===== config.mk =====
export PLATFORM = sky130hd
export DESIGN_NAME = sweep_analyzer
export DESIGN_NICKNAME = d
export VERILOG_FILES = /design/src/hdl/sweep_pkg.sv /design/src/hdl/sweep_analyzer.sv /design/src/hdl/ratio_divider.sv /design/src/hdl/gain_phase_meter.sv /design/src/hdl/sweep_sequencer.sv /design/src/hdl/zero_cross_detector.sv
export SDC_FILE = /design/constraint.sdc
export NUM_CORES = 1
export LEC_CHECK = 0
export BUFFER_PORTS_ARGS = -buffer_cell sky130_fd_sc_hd__buf_2
export CAP_MARGIN = 10
export CORE_MARGIN = 5
export CORE_UTILIZATION = 60
export CTS_CLUSTER_SIZE = 25
export DETAILED_ROUTE_END_ITERATION = 8
export GPL_TIMING_DRIVEN = 0
export HOLD_SLACK_MARGIN = 0.15
export PLACE_DENSITY = 0.85
export SYNTH_ARGS = -nofsm -noshare
export SYNTH_HDL_FRONTEND = slang
export SYNTH_HIERARCHICAL = 1
export SYNTH_SLANG_ARGS = --single-unit

===== constraint.sdc =====
create_clock -name clk125 -period 6.8 [get_ports clk125]
set_clock_uncertainty 0.2 [all_clocks]
set_input_delay 0.34 -clock clk125 [delete_from_list [all_inputs] [get_ports clk125]]
set_output_delay 0.34 -clock clk125 [all_outputs]
set_load 0.05 [all_outputs]

===== src/hdl/freq_table.hex =====
08000000
04000000
02000000
01000000
08000000
04000000
02000000
01000000
08000000
04000000
02000000
01000000
08000000
04000000
02000000
01000000


===== src/hdl/sweep_pkg.sv =====
package sweep_pkg;

  // adc and dds sample format
  localparam int SAMPLE_W = 14;
  typedef logic signed [SAMPLE_W-1:0] sample_t;

  // amplitude, delay and ratio results
  localparam int ACC_W = 32;
  typedef logic signed [ACC_W-1:0] acc_t;

  // tuning word for the external dds
  localparam int PHASE_INC_W = 32;
  typedef logic [PHASE_INC_W-1:0] phase_inc_t;

  // sweep point index, sixteen points max
  localparam int POINT_W = 4;
  typedef logic [POINT_W-1:0] point_t;

  // rom image, path relative to the run directory
  localparam string FREQ_TABLE_FILE = "/design/src/hdl/freq_table.hex";

  // detector hysteresis
  // nonnegative run needed before a negative sample counts
  localparam int DETECT_HOLD = 10;
  localparam int HOLD_CNT_W = 8;

  // sweep timing
  localparam int SETTLE_CROSSINGS = 2;
  localparam int MEAS_CYCLES = 4;

  // ratio scale, also removed again as offset
  localparam int SHUNT_SCALE = 1000;

  typedef enum logic [2:0] {
    SEQ_IDLE,
    SEQ_WAIT_DDS,
    SEQ_SETTLE,
    SEQ_MEASURE,
    SEQ_DONE
  } seq_state_t;

  typedef enum logic [1:0] {MTR_IDLE, MTR_ARM, MTR_TRACK, MTR_FINISH} meter_state_t;

endpackage

===== src/hdl/sweep_analyzer.sv =====
module sweep_analyzer (
  input  logic                  clk125,
  input  logic                  areset_n,
  input  logic                  start,
  input  sweep_pkg::point_t     last_point,
  input  sweep_pkg::sample_t    dds_sample,
  input  logic                  dds_valid,
  input  sweep_pkg::sample_t    adc_a,
  input  sweep_pkg::sample_t    adc_b,
  output sweep_pkg::phase_inc_t phase_inc,
  output sweep_pkg::point_t     point_index,
  output logic                  sweep_done,
  output logic                  result_valid,
  output sweep_pkg::acc_t       magnitude,
  output sweep_pkg::acc_t       phase_delay,
  output sweep_pkg::point_t     result_point
);

  import sweep_pkg::*;

  logic    exc_crossing;
  logic    crossing_a;
  logic    crossing_b;
  sample_t sample_a;
  sample_t sample_b;
  logic    meas_start;
  logic    meas_done;
  acc_t    amp_a;
  acc_t    amp_b;
  acc_t    delay_q;
  acc_t    numerator;
  acc_t    quotient;
  logic    div_done;
  point_t  pending_point;
  logic    seq_done;
  logic    last_result_seen;

  // excitation detector only paces settling
  zero_cross_detector i_exc_detector (.clk125(clk125), .areset_n(areset_n),
    .sample(dds_sample), .sample_q(), .crossing(exc_crossing));

  zero_cross_detector i_a_detector (.clk125(clk125), .areset_n(areset_n),
    .sample(adc_a), .sample_q(sample_a), .crossing(crossing_a));

  zero_cross_detector i_b_detector (.clk125(clk125), .areset_n(areset_n),
    .sample(adc_b), .sample_q(sample_b), .crossing(crossing_b));

  sweep_sequencer i_sweep_sequencer (.clk125(clk125), .areset_n(areset_n),
    .start(start), .last_point(last_point), .dds_valid(dds_valid),
    .exc_crossing(exc_crossing), .meas_done(meas_done), .meas_start(meas_start),
    .point_index(point_index), .phase_inc(phase_inc), .sweep_done(seq_done));

  gain_phase_meter i_gain_phase_meter (.clk125(clk125), .areset_n(areset_n),
    .meas_start(meas_start), .sample_a(sample_a), .sample_b(sample_b),
    .crossing_a(crossing_a), .crossing_b(crossing_b), .meas_done(meas_done),
    .amp_a(amp_a), .amp_b(amp_b), .delay_q(delay_q));

  // scale a before dividing so the ratio keeps three decimals
  assign numerator = amp_a * SHUNT_SCALE;

  ratio_divider i_ratio_divider (.clk125(clk125), .areset_n(areset_n),
    .div_start(meas_done), .numerator(numerator), .denominator(amp_b),
    .quotient(quotient), .div_done(div_done));

  always_ff @(posedge clk125 or negedge areset_n)
  begin
    if (!areset_n)
      result_valid <= 1'b0;
    else
      result_valid <= div_done;
  end

  // last division still runs when the sequencer reaches done
  always_ff @(posedge clk125 or negedge areset_n)
  begin
    if (!areset_n)
      last_result_seen <= 1'b0;
    else
      last_result_seen <= seq_done && (last_result_seen || result_valid);
  end

  // done follows the last result, drops with the sequencer
  assign sweep_done = seq_done && last_result_seen;

  // index sampled before the sequencer advances it
  // division always ends before the next window does
  always_ff @(posedge clk125)
  begin
    if (meas_done)
      pending_point <= point_index;
    if (div_done)
    begin
      magnitude    <= quotient - SHUNT_SCALE;
      phase_delay  <= delay_q;
      result_point <= pending_point;
    end
  end

endmodule


===== src/hdl/ratio_divider.sv =====
module ratio_divider (
  input  logic            clk125,
  input  logic            areset_n,
  input  logic            div_start,
  input  sweep_pkg::acc_t numerator,
  input  sweep_pkg::acc_t denominator,
  output sweep_pkg::acc_t quotient,
  output logic            div_done
);

  import sweep_pkg::*;

  logic [$clog2(ACC_W + 1)-1:0] bit_cnt;
  logic [ACC_W-1:0] quo_q;
  logic [ACC_W-1:0] rem_q;
  logic [ACC_W-1:0] den_q;
  logic [ACC_W:0]   partial;
  logic [ACC_W:0]   diff;
  logic             fits;

  // next numerator bit shifted into the remainder
  assign partial  = {rem_q, quo_q[ACC_W-1]};
  assign diff     = partial - {1'b0, den_q};
  assign fits     = partial >= {1'b0, den_q};
  assign quotient = acc_t'(quo_q);

  // one quotient bit per cycle, done after the last one
  always_ff @(posedge clk125 or negedge areset_n)
  begin
    if (!areset_n)
    begin
      bit_cnt  <= '0;
      div_done <= 1'b0;
    end
    else
    begin
      div_done <= 1'b0;
      if (div_start)
        bit_cnt <= $clog2(ACC_W + 1)'(ACC_W);
      else if (bit_cnt != 0)
      begin
        bit_cnt <= bit_cnt - 1'b1;
        if (bit_cnt == 1)
          div_done <= 1'b1;
      end
    end
  end

  // restoring step
  // zero divisor always fits, so the quotient ends all ones
  always_ff @(posedge clk125)
  begin
    if (div_start)
    begin
      quo_q <= numerator;
      rem_q <= '0;
      den_q <= denominator;
    end
    else if (bit_cnt != 0)
    begin
      quo_q <= {quo_q[ACC_W-2:0], fits};
      rem_q <= fits ? diff[ACC_W-1:0] : partial[ACC_W-1:0];
    end
  end

  a_start_when_idle: assert property (@(posedge clk125) disable iff (!areset_n)
    div_start |-> bit_cnt == 0);

endmodule


===== src/hdl/gain_phase_meter.sv =====
module gain_phase_meter (
  input  logic               clk125,
  input  logic               areset_n,
  input  logic               meas_start,
  input  sweep_pkg::sample_t sample_a,
  input  sweep_pkg::sample_t sample_b,
  input  logic               crossing_a,
  input  logic               crossing_b,
  output logic               meas_done,
  output sweep_pkg::acc_t    amp_a,
  output sweep_pkg::acc_t    amp_b,
  output sweep_pkg::acc_t    delay_q
);

  import sweep_pkg::*;

  meter_state_t state;
  logic [$clog2(MEAS_CYCLES + 1)-1:0] cycle_cnt;
  acc_t    delay_cnt;
  logic    b_seen;
  sample_t max_a;
  sample_t min_a;
  sample_t max_b;
  sample_t min_b;

  // window control, delay count and result outputs
  always_ff @(posedge clk125 or negedge areset_n)
  begin
    if (!areset_n)
    begin
      state     <= MTR_IDLE;
      cycle_cnt <= '0;
      delay_cnt <= '0;
      b_seen    <= 1'b0;
      meas_done <= 1'b0;
      amp_a     <= '0;
      amp_b     <= '0;
      delay_q   <= '0;
    end
    else
    begin
      meas_done <= 1'b0;
      if (meas_start)
      begin
        // new point, drop the old results
        state     <= MTR_ARM;
        cycle_cnt <= '0;
        delay_cnt <= '0;
        b_seen    <= 1'b0;
        amp_a     <= '0;
        amp_b     <= '0;
        delay_q   <= '0;
      end
      else
      begin
        case (state)
          MTR_ARM:
            // window opens on an a crossing
            if (crossing_a)
            begin
              state  <= MTR_TRACK;
              b_seen <= crossing_b;
            end
          MTR_TRACK:
          begin
            // cycles from the opening a crossing up to the first b crossing
            if (!b_seen)
            begin
              delay_cnt <= delay_cnt + 1;
              b_seen    <= crossing_b;
            end
            if (crossing_a)
            begin
              if (cycle_cnt == MEAS_CYCLES - 1)
                state <= MTR_FINISH;
              else
                cycle_cnt <= cycle_cnt + 1'b1;
            end
          end
          MTR_FINISH:
          begin
            // full peak to peak, sign extended from sample width
            amp_a     <= acc_t'(max_a) - acc_t'(min_a);
            amp_b     <= acc_t'(max_b) - acc_t'(min_b);
            delay_q   <= delay_cnt;
            meas_done <= 1'b1;
            state     <= MTR_IDLE;
          end
          default:
            state <= MTR_IDLE;
        endcase
      end
    end
  end

  // peak tracking, seeded with the first sample of the window
  always_ff @(posedge clk125)
  begin
    if (state == MTR_ARM && crossing_a)
    begin
      max_a <= sample_a;
      min_a <= sample_a;
      max_b <= sample_b;
      min_b <= sample_b;
    end
    else if (state == MTR_TRACK)
    begin
      if (sample_a > max_a)
        max_a <= sample_a;
      if (sample_a < min_a)
        min_a <= sample_a;
      if (sample_b > max_b)
        max_b <= sample_b;
      if (sample_b < min_b)
        min_b <= sample_b;
    end
  end

endmodule


===== src/hdl/sweep_sequencer.sv =====
module sweep_sequencer (
  input  logic                  clk125,
  input  logic                  areset_n,
  input  logic                  start,
  input  sweep_pkg::point_t     last_point,
  input  logic                  dds_valid,
  input  logic                  exc_crossing,
  input  logic                  meas_done,
  output logic                  meas_start,
  output sweep_pkg::point_t     point_index,
  output sweep_pkg::phase_inc_t phase_inc,
  output logic                  sweep_done
);

  import sweep_pkg::*;

  seq_state_t state;
  point_t     last_q;
  logic [$clog2(SETTLE_CROSSINGS + 1)-1:0] settle_cnt;

  // frequency table, one tuning word per point
  phase_inc_t freq_rom [0:2**POINT_W-1];

  initial
  begin
    $readmemh(FREQ_TABLE_FILE, freq_rom);
  end

  // index only moves on a point advance or sweep end
  assign phase_inc = freq_rom[point_index];

  always_ff @(posedge clk125 or negedge areset_n)
  begin
    if (!areset_n)
    begin
      state       <= SEQ_IDLE;
      last_q      <= '0;
      point_index <= '0;
      settle_cnt  <= '0;
      meas_start  <= 1'b0;
      sweep_done  <= 1'b0;
    end
    else
    begin
      meas_start <= 1'b0;
      case (state)
        SEQ_IDLE:
          if (start)
          begin
            // sweep length fixed for the whole run
            last_q <= last_point;
            state  <= SEQ_WAIT_DDS;
          end
        SEQ_WAIT_DDS:
          if (dds_valid)
          begin
            settle_cnt <= '0;
            state      <= SEQ_SETTLE;
          end
        SEQ_SETTLE:
          // let the excitation run a few periods at the new frequency
          if (exc_crossing)
          begin
            if (settle_cnt == SETTLE_CROSSINGS - 1)
            begin
              settle_cnt <= '0;
              meas_start <= 1'b1;
              state      <= SEQ_MEASURE;
            end
            else
              settle_cnt <= settle_cnt + 1'b1;
          end
        SEQ_MEASURE:
          if (meas_done)
          begin
            if (point_index == last_q)
            begin
              sweep_done <= 1'b1;
              state      <= SEQ_DONE;
            end
            else
            begin
              point_index <= point_index + 1'b1;
              state       <= SEQ_SETTLE;
            end
          end
        SEQ_DONE:
          // hold done until the host drops start
          if (!start)
          begin
            sweep_done  <= 1'b0;
            point_index <= '0;
            state       <= SEQ_IDLE;
          end
        default:
          state <= SEQ_IDLE;
      endcase
    end
  end

  // meter must only finish a window this fsm opened
  a_done_in_measure: assert property (@(posedge clk125) disable iff (!areset_n)
    meas_done |-> state == SEQ_MEASURE);

endmodule


===== src/hdl/zero_cross_detector.sv =====
module zero_cross_detector (
  input  logic               clk125,
  input  logic               areset_n,
  input  sweep_pkg::sample_t sample,
  output sweep_pkg::sample_t sample_q,
  output logic               crossing
);

  import sweep_pkg::*;

  // waiting for positive half, counting the run, armed for the fall
  typedef enum logic [1:0] {DET_NEG, DET_COUNT, DET_ARMED} det_state_t;

  det_state_t            state;
  logic [HOLD_CNT_W-1:0] hold_cnt;
  logic                  negative;

  // sign of the registered sample drives the fsm
  assign negative = sample_q[SAMPLE_W-1];

  always_ff @(posedge clk125 or negedge areset_n)
  begin
    if (!areset_n)
      sample_q <= '0;
    else
      sample_q <= sample;
  end

  always_ff @(posedge clk125 or negedge areset_n)
  begin
    if (!areset_n)
    begin
      state    <= DET_NEG;
      hold_cnt <= '0;
      crossing <= 1'b0;
    end
    else
    begin
      crossing <= 1'b0;
      case (state)
        DET_NEG:
          if (!negative)
          begin
            state    <= DET_COUNT;
            hold_cnt <= HOLD_CNT_W'(1);
          end
        DET_COUNT:
          // a glitch inside the run starts over
          if (negative)
          begin
            state    <= DET_NEG;
            hold_cnt <= '0;
          end
          else if (hold_cnt < DETECT_HOLD)
            hold_cnt <= hold_cnt + 1'b1;
          else
          begin
            state    <= DET_ARMED;
            hold_cnt <= '0;
          end
        DET_ARMED:
          // first negative sample after a long enough run
          if (negative)
          begin
            state    <= DET_NEG;
            crossing <= 1'b1;
          end
        default:
        begin
          state    <= DET_NEG;
          hold_cnt <= '0;
        end
      endcase
    end
  end

  // one pulse per falling edge of the waveform
  a_single_pulse: assert property (@(posedge clk125) disable iff (!areset_n)
    crossing |=> !crossing);

endmodule


# Word level (Yosys, flattened, before mapping)

Index checks and enable logic that the tools add are counted.

Add/subtract/negate cells: 12
Mux-type cells: 100
Eq/ne operators: 39
Order comparisons: 8
Bitwise operators: 3
Reductions and logical operators: 40
Multiply operators: 1

Operator list:

| kind                     | count |
|---|---|
| $mux W32                 | 12 |
| $mux W14                 | 12 |
| $mux W8                  | 9 |
| $pmux W8 S3              | 3 |
| $mux W2                  | 19 |
| $ge A33 B32 Y1           | 1 |
| $mux W3                  | 11 |
| $add A32 B2 Y32 const B  | 1 |
| $mul A32 B8 Y29 const B  | 1 |
| $sub A32 B11 Y32 const B | 1 |
| $sub A32 B32 Y32         | 1 |
| $sub A14 B14 Y15         | 2 |
| $gt A14 B14 Y1           | 2 |
| $lt A14 B14 Y1           | 2 |
| $add A8 B1 Y8 const B    | 3 |
| $lt A8 B4 Y1 const B     | 3 |
| $reduce_bool A2 Y1       | 11 |
| $mux W1                  | 20 |
| $ne A2 B2 Y1 const B     | 10 |
| $reduce_and A2 Y1        | 10 |
| $pmux W2 S3              | 3 |
| $reduce_and A3 Y1        | 6 |
| $pmux W3 S5              | 1 |
| $mux W4                  | 3 |
| other kinds (27)         | 56 |

Output and inout port bits: 106
Input bits: 50
Word-level logic and storage cells: 245
Flip-flop bits (word level): 458

# Longest topological paths before layout

Word-level depth: 5
Gate-level depth with buffers: 19
Gate-level depth less buffers: 17

# Hierarchy

Netlist, hierarchy kept.

Modules (own cells, without submodules):

| module                                  | cells each | sequential area each (µm²) | instances | area each (µm²) |
|---|---|---|---|---|
| gain_phase_meter                        | 895        | 4209.0                     | 1         | 9067.4 |
| sweep_analyzer                          | 677        | 2212.1                     | 1         | 7292.0 |
| ratio_divider                           | 548        | 2737.6                     | 1         | 5765.5 |
| zero_cross_detector at i_a_detector ... | 63         | 625.6                      | 2         | 888.4 |
| sweep_sequencer                         | 98         | 375.4                      | 1         | 999.7 |
| zero_cross_detector at i_exc_detector   | 62         | 625.6                      | 1         | 883.3 |

# Worst setup path after synthesis

No wires, ideal clock.

Kind: register to register
Start: register i_gain_phase_meter/amp_a[30] (netlist name)
End: register i_ratio_divider.quo_q[30] (netlist: i_ratio_divider/quotient[30]) (data pin)
Data required time: 6.340 ns
Library setup time: 0.260 ns
Arrival time: 4.716 ns
Stages on the path, launching flop included: 19
Slack: 1.624 ns
Period minus slack after synthesis: 5.176 ns
Buffers on the path: 1
Cell sequence: dfrtp_1 buf_4 inv_1 fa_1 fa_1 inv_1 fa_1 inv_1 fa_1 inv_1 ha_1 inv_1 nor2_1 nand2_1 or4_1 a31oi_1 nor2_1 xnor2_1 mux2_2

RTL lines:

| element                | RTL line            | RTL |
|---|---|---|
| end signal: assignment | ratio_divider.sv:55 | `quo_q <= numerator;` |
| end signal: assignment | ratio_divider.sv:61 | `quo_q <= {quo_q[ACC_W-2:0], fits};` |
| end: declaration       | ratio_divider.sv:14 | `logic [ACC_W-1:0] quo_q;` |

# Final worst setup path

Start: register i_gain_phase_meter.amp_a[6]
End: register i_ratio_divider.quo_q[24] (netlist: i_ratio_divider/quotient[24]) (data pin)

Cells in the longest elaborated chain, start to end: 2

Ends and longest elaborated chain:

| element                  | RTL line               | RTL |
|---|---|---|
| start: declaration       | gain_phase_meter.sv:10 | `output sweep_pkg::acc_t amp_a,` |
| start signal: assignment | gain_phase_meter.sv:83 | `amp_a <= acc_t'(max_a) - acc_t'(min_a);` |
| $mul A32 B8 Y29          | sweep_analyzer.sv:59   | `assign numerator = amp_a * SHUNT_SCALE;` |
| via numerator[24]        | sweep_analyzer.sv:31   | `acc_t numerator;` |
| $mux W32                 | ratio_divider.sv:53    | `if (div_start)` |

The timed path passes the listed nets, and every way through them passes these cells.
A chain may end at the register's enable or synchronous reset.

==> flow_metrics.tcl <==
set metrics [dict create \
    max_freq_mhz 170 \
    crit_arrival_ns 6.00 \
    crit_required_ns 6.92 \
    min_path_type "in2reg" \
    p_switching_mw 1.14 \
    io_buffers 110 \
    start_util_pct 60.6 \
    area_growth_pct 12.9 \
    numCtsBuffers 43 \
    critical_path_class "reg2reg" \
    detail_route.vias_per_cell 5.65 \
    grt_remaining_overflow 0 \
    outcome "completed" \
    p_leak_nw 13.1 \
    netlist_instances 2390 \
    clkTransAtPathRegs_ns 0.06 \
    yosys_warnings 6 \
    cp_max_fo 8 \
    grt_first_pass_wirelength_um 88800 \
    syn_avg_cell_area_um2 10.6 \
    grt_max_degree 114 \
    seqPwrFrac_pct 51.0 \
    cp-end-kind "flip-flop" \
    grt_antenna_before_repair 2 \
    placed_area_um2 26900 \
    final_cell_area_um2 28700 \
    antenna_left 0 \
    die_w_um 216 \
    drv_slew 0 \
    fin_tns_setup_ns 0 \
    num_vias 18100 \
    die_y_um 216 \
    cap_violations 0 \
    wl_um 53700 \
    worst_pin_slew_ns 0.980 \
    grt_usage_pct 22.6 \
    drc_errors 0 \
    vdd_ir_drop_max_uv 178 \
    p_per_area_nw_per_um2 180 \
    p_int_mw 4.04 \
    critical_path.top_delay_family "adder cells" \
    layout-drive-gt1-share_pct 12.9 \
    post-route-min-period_ns 5.88 \
    routedWlPerCell_um 16.8 \
    fin_crit_sh_pct 86.4 \
    io_pins 156 \
    rows 75 \
    relSlewSlack_pct 33.0 \
    rsz0062_at_grt "false" \
    cp.buffers_inverters 5 \
    pwr-share-comb_pct 4.0 \
    slowest_stage "a2111oi_0" \
    firstDrtPassIters 5 \
    setup_viol 0 \
    swShare_pct 21.9 \
    drtIter0Drc 1165 \
    nets 2975 \
    cp-start-kind "flip-flop" \
    htreeDepth 2 \
    post_cts_buffers 0 \
    cts_tree "yes" \
    cts.repair.resized 0 \
    core_um2 41900 \
    gp_congestion 0.918 \
    clock_power_share_pct 45.0 \
    crit_chain "inv_1, fa_1, fa_1, inv_1, fa_1, inv_1, fa_1, inv_1, ha_1, clkbuf_1, a21oi_1, o211ai_1, a2111oi_0, o31a_1, o21ai_0, xor2_1, mux2_2" \
    die_area_um2 46600 \
    cts_sinks 411 \
    hold_violations 0 \
    hpwl_um 39400 \
    synthesis.area_um2 25400 \
    crit_path_max_incr_delay_ns 0.91 \
    cts-root-buf "clkbuf_16" \
    cts.path.max_buffers 3 \
    insertion_delay_ns 0.58 \
    grt_pass1_vias 18300 \
]
[path summary, 6_finish.rpt]
| path | start | endpoint | slack [ns] | cells after the start |
|---|---|---|---|---|
| worst max-delay path | i_gain_phase_meter/amp_a[6] | i_ratio_divider/quotient[24] | 0.92 | 17 |
| worst min-delay path | adc_b[4] | i_b_detector/sample_q[4] | 0.20 | 2 |
| worst max register to register | i_gain_phase_meter/amp_a[6] | i_ratio_divider/quotient[24] | 0.92 | 17 |
| worst min register to register | pending_point[3] | result_point[3] | 0.22 | 0 |
| max in group asynchronous | areset_n | i_ratio_divider/div_done | 5.01 | 4 |
| min in group asynchronous | areset_n | i_gain_phase_meter/delay_cnt[8] | 0.54 | 3 |
[per-layer routing]
metal | GRT usage (%) | part of all wire, % | vias to the layer above
met3 | 3.04 | 4.8 | 134
met2 | 38.9 | 50 | 567
li1 | - | - | 8637
met5 | 0 | 0 | -
met4 | 7.78 | 2.8 | 0
met1 | 29.9 | 42 | 8751
[registers in the layout, summed over array words and instances, names as in the netlist, 15 cells and up]
register                      count
phase_delay                      32
i_gain_phase_meter/amp_b         15
i_gain_phase_meter/delay_cnt     32
i_ratio_divider/den_q            32
i_gain_phase_meter/delay_q       32
magnitude                        32
i_ratio_divider/quotient         32
i_ratio_divider/rem_q            32
i_gain_phase_meter/amp_a         15
[power groups by stage]
stage | sequential (mW) | clock (mW) | combinational [mW]
global placement | 2.68 | 0 | 0.166
global route | 2.64 | 2.48 | 0.228
floorplan | 2.68 | 0 | 0.125
detailed placement | 2.69 | 0 | 0.177
finish | 2.64 | 2.33 | 0.207
CTS | 2.64 | 2.37 | 0.204
[final cells by class]
class                   instances  area (µm²)
repair buffers                157        1080
inverters                     346        1300
diodes                          2        5.00
well taps                     539         674
flip-flops and latches        411       11100
clock buffers                  53        1160
plain buffers                 124         783
multi-input cells            1542       12400
clock inverters                26         236
fillers                      2921       13200
[worst register-to-register path: cells and delay by family, from the launching register on]
| kind | cells | cell delay, ns |
|---|---|---|
| buffers and inverters | 5 | 0.53 |
| multiplexers | 1 | 0.27 |
| XOR/XNOR | 1 | 0.17 |
| AO/OA/AOI/OAI | 5 | 1.63 |
| adder cells (fa/ha/maj) | 5 | 2.34 |
| flip-flops | 1 | 0.48 |
[through the flow]
step           hold WS, ns  total power [mW]  setup WS [ns]  utilization (%)  std cells
2_1_floorplan       -0.156              2.80           1.68                -       2423
3_3_place_gp         0.203              2.85           1.14             63.9       3072
3_5_place_dp         0.136              2.86           1.07             64.0       3075
4_1_cts              0.177              5.21           1.05             68.4       3196
5_1_grt              0.189              5.35          0.738             68.5       3200
6_report             0.204              5.17          0.922             68.5       3200
[cells in the final DEF (no fill, tap or decap), types with 66 or more instances in the layout]
cell / instances
inv_1: 346
ha_1: 207
edfxtp_1: 192
dfrtp_1: 185
nor2_1: 183
nand2_1: 130
a21oi_1: 130
buf_2: 111
fa_1: 93
xnor2_1: 70
buf_4: 66
[what timing repair did]
item,4_1_cts,5_1_grt
hold buffers,42,0
setup endpoints to repair,0,0
endpoints found under the hold margin,230,0
No activity file was read; power rests on OpenSTA's default activity.
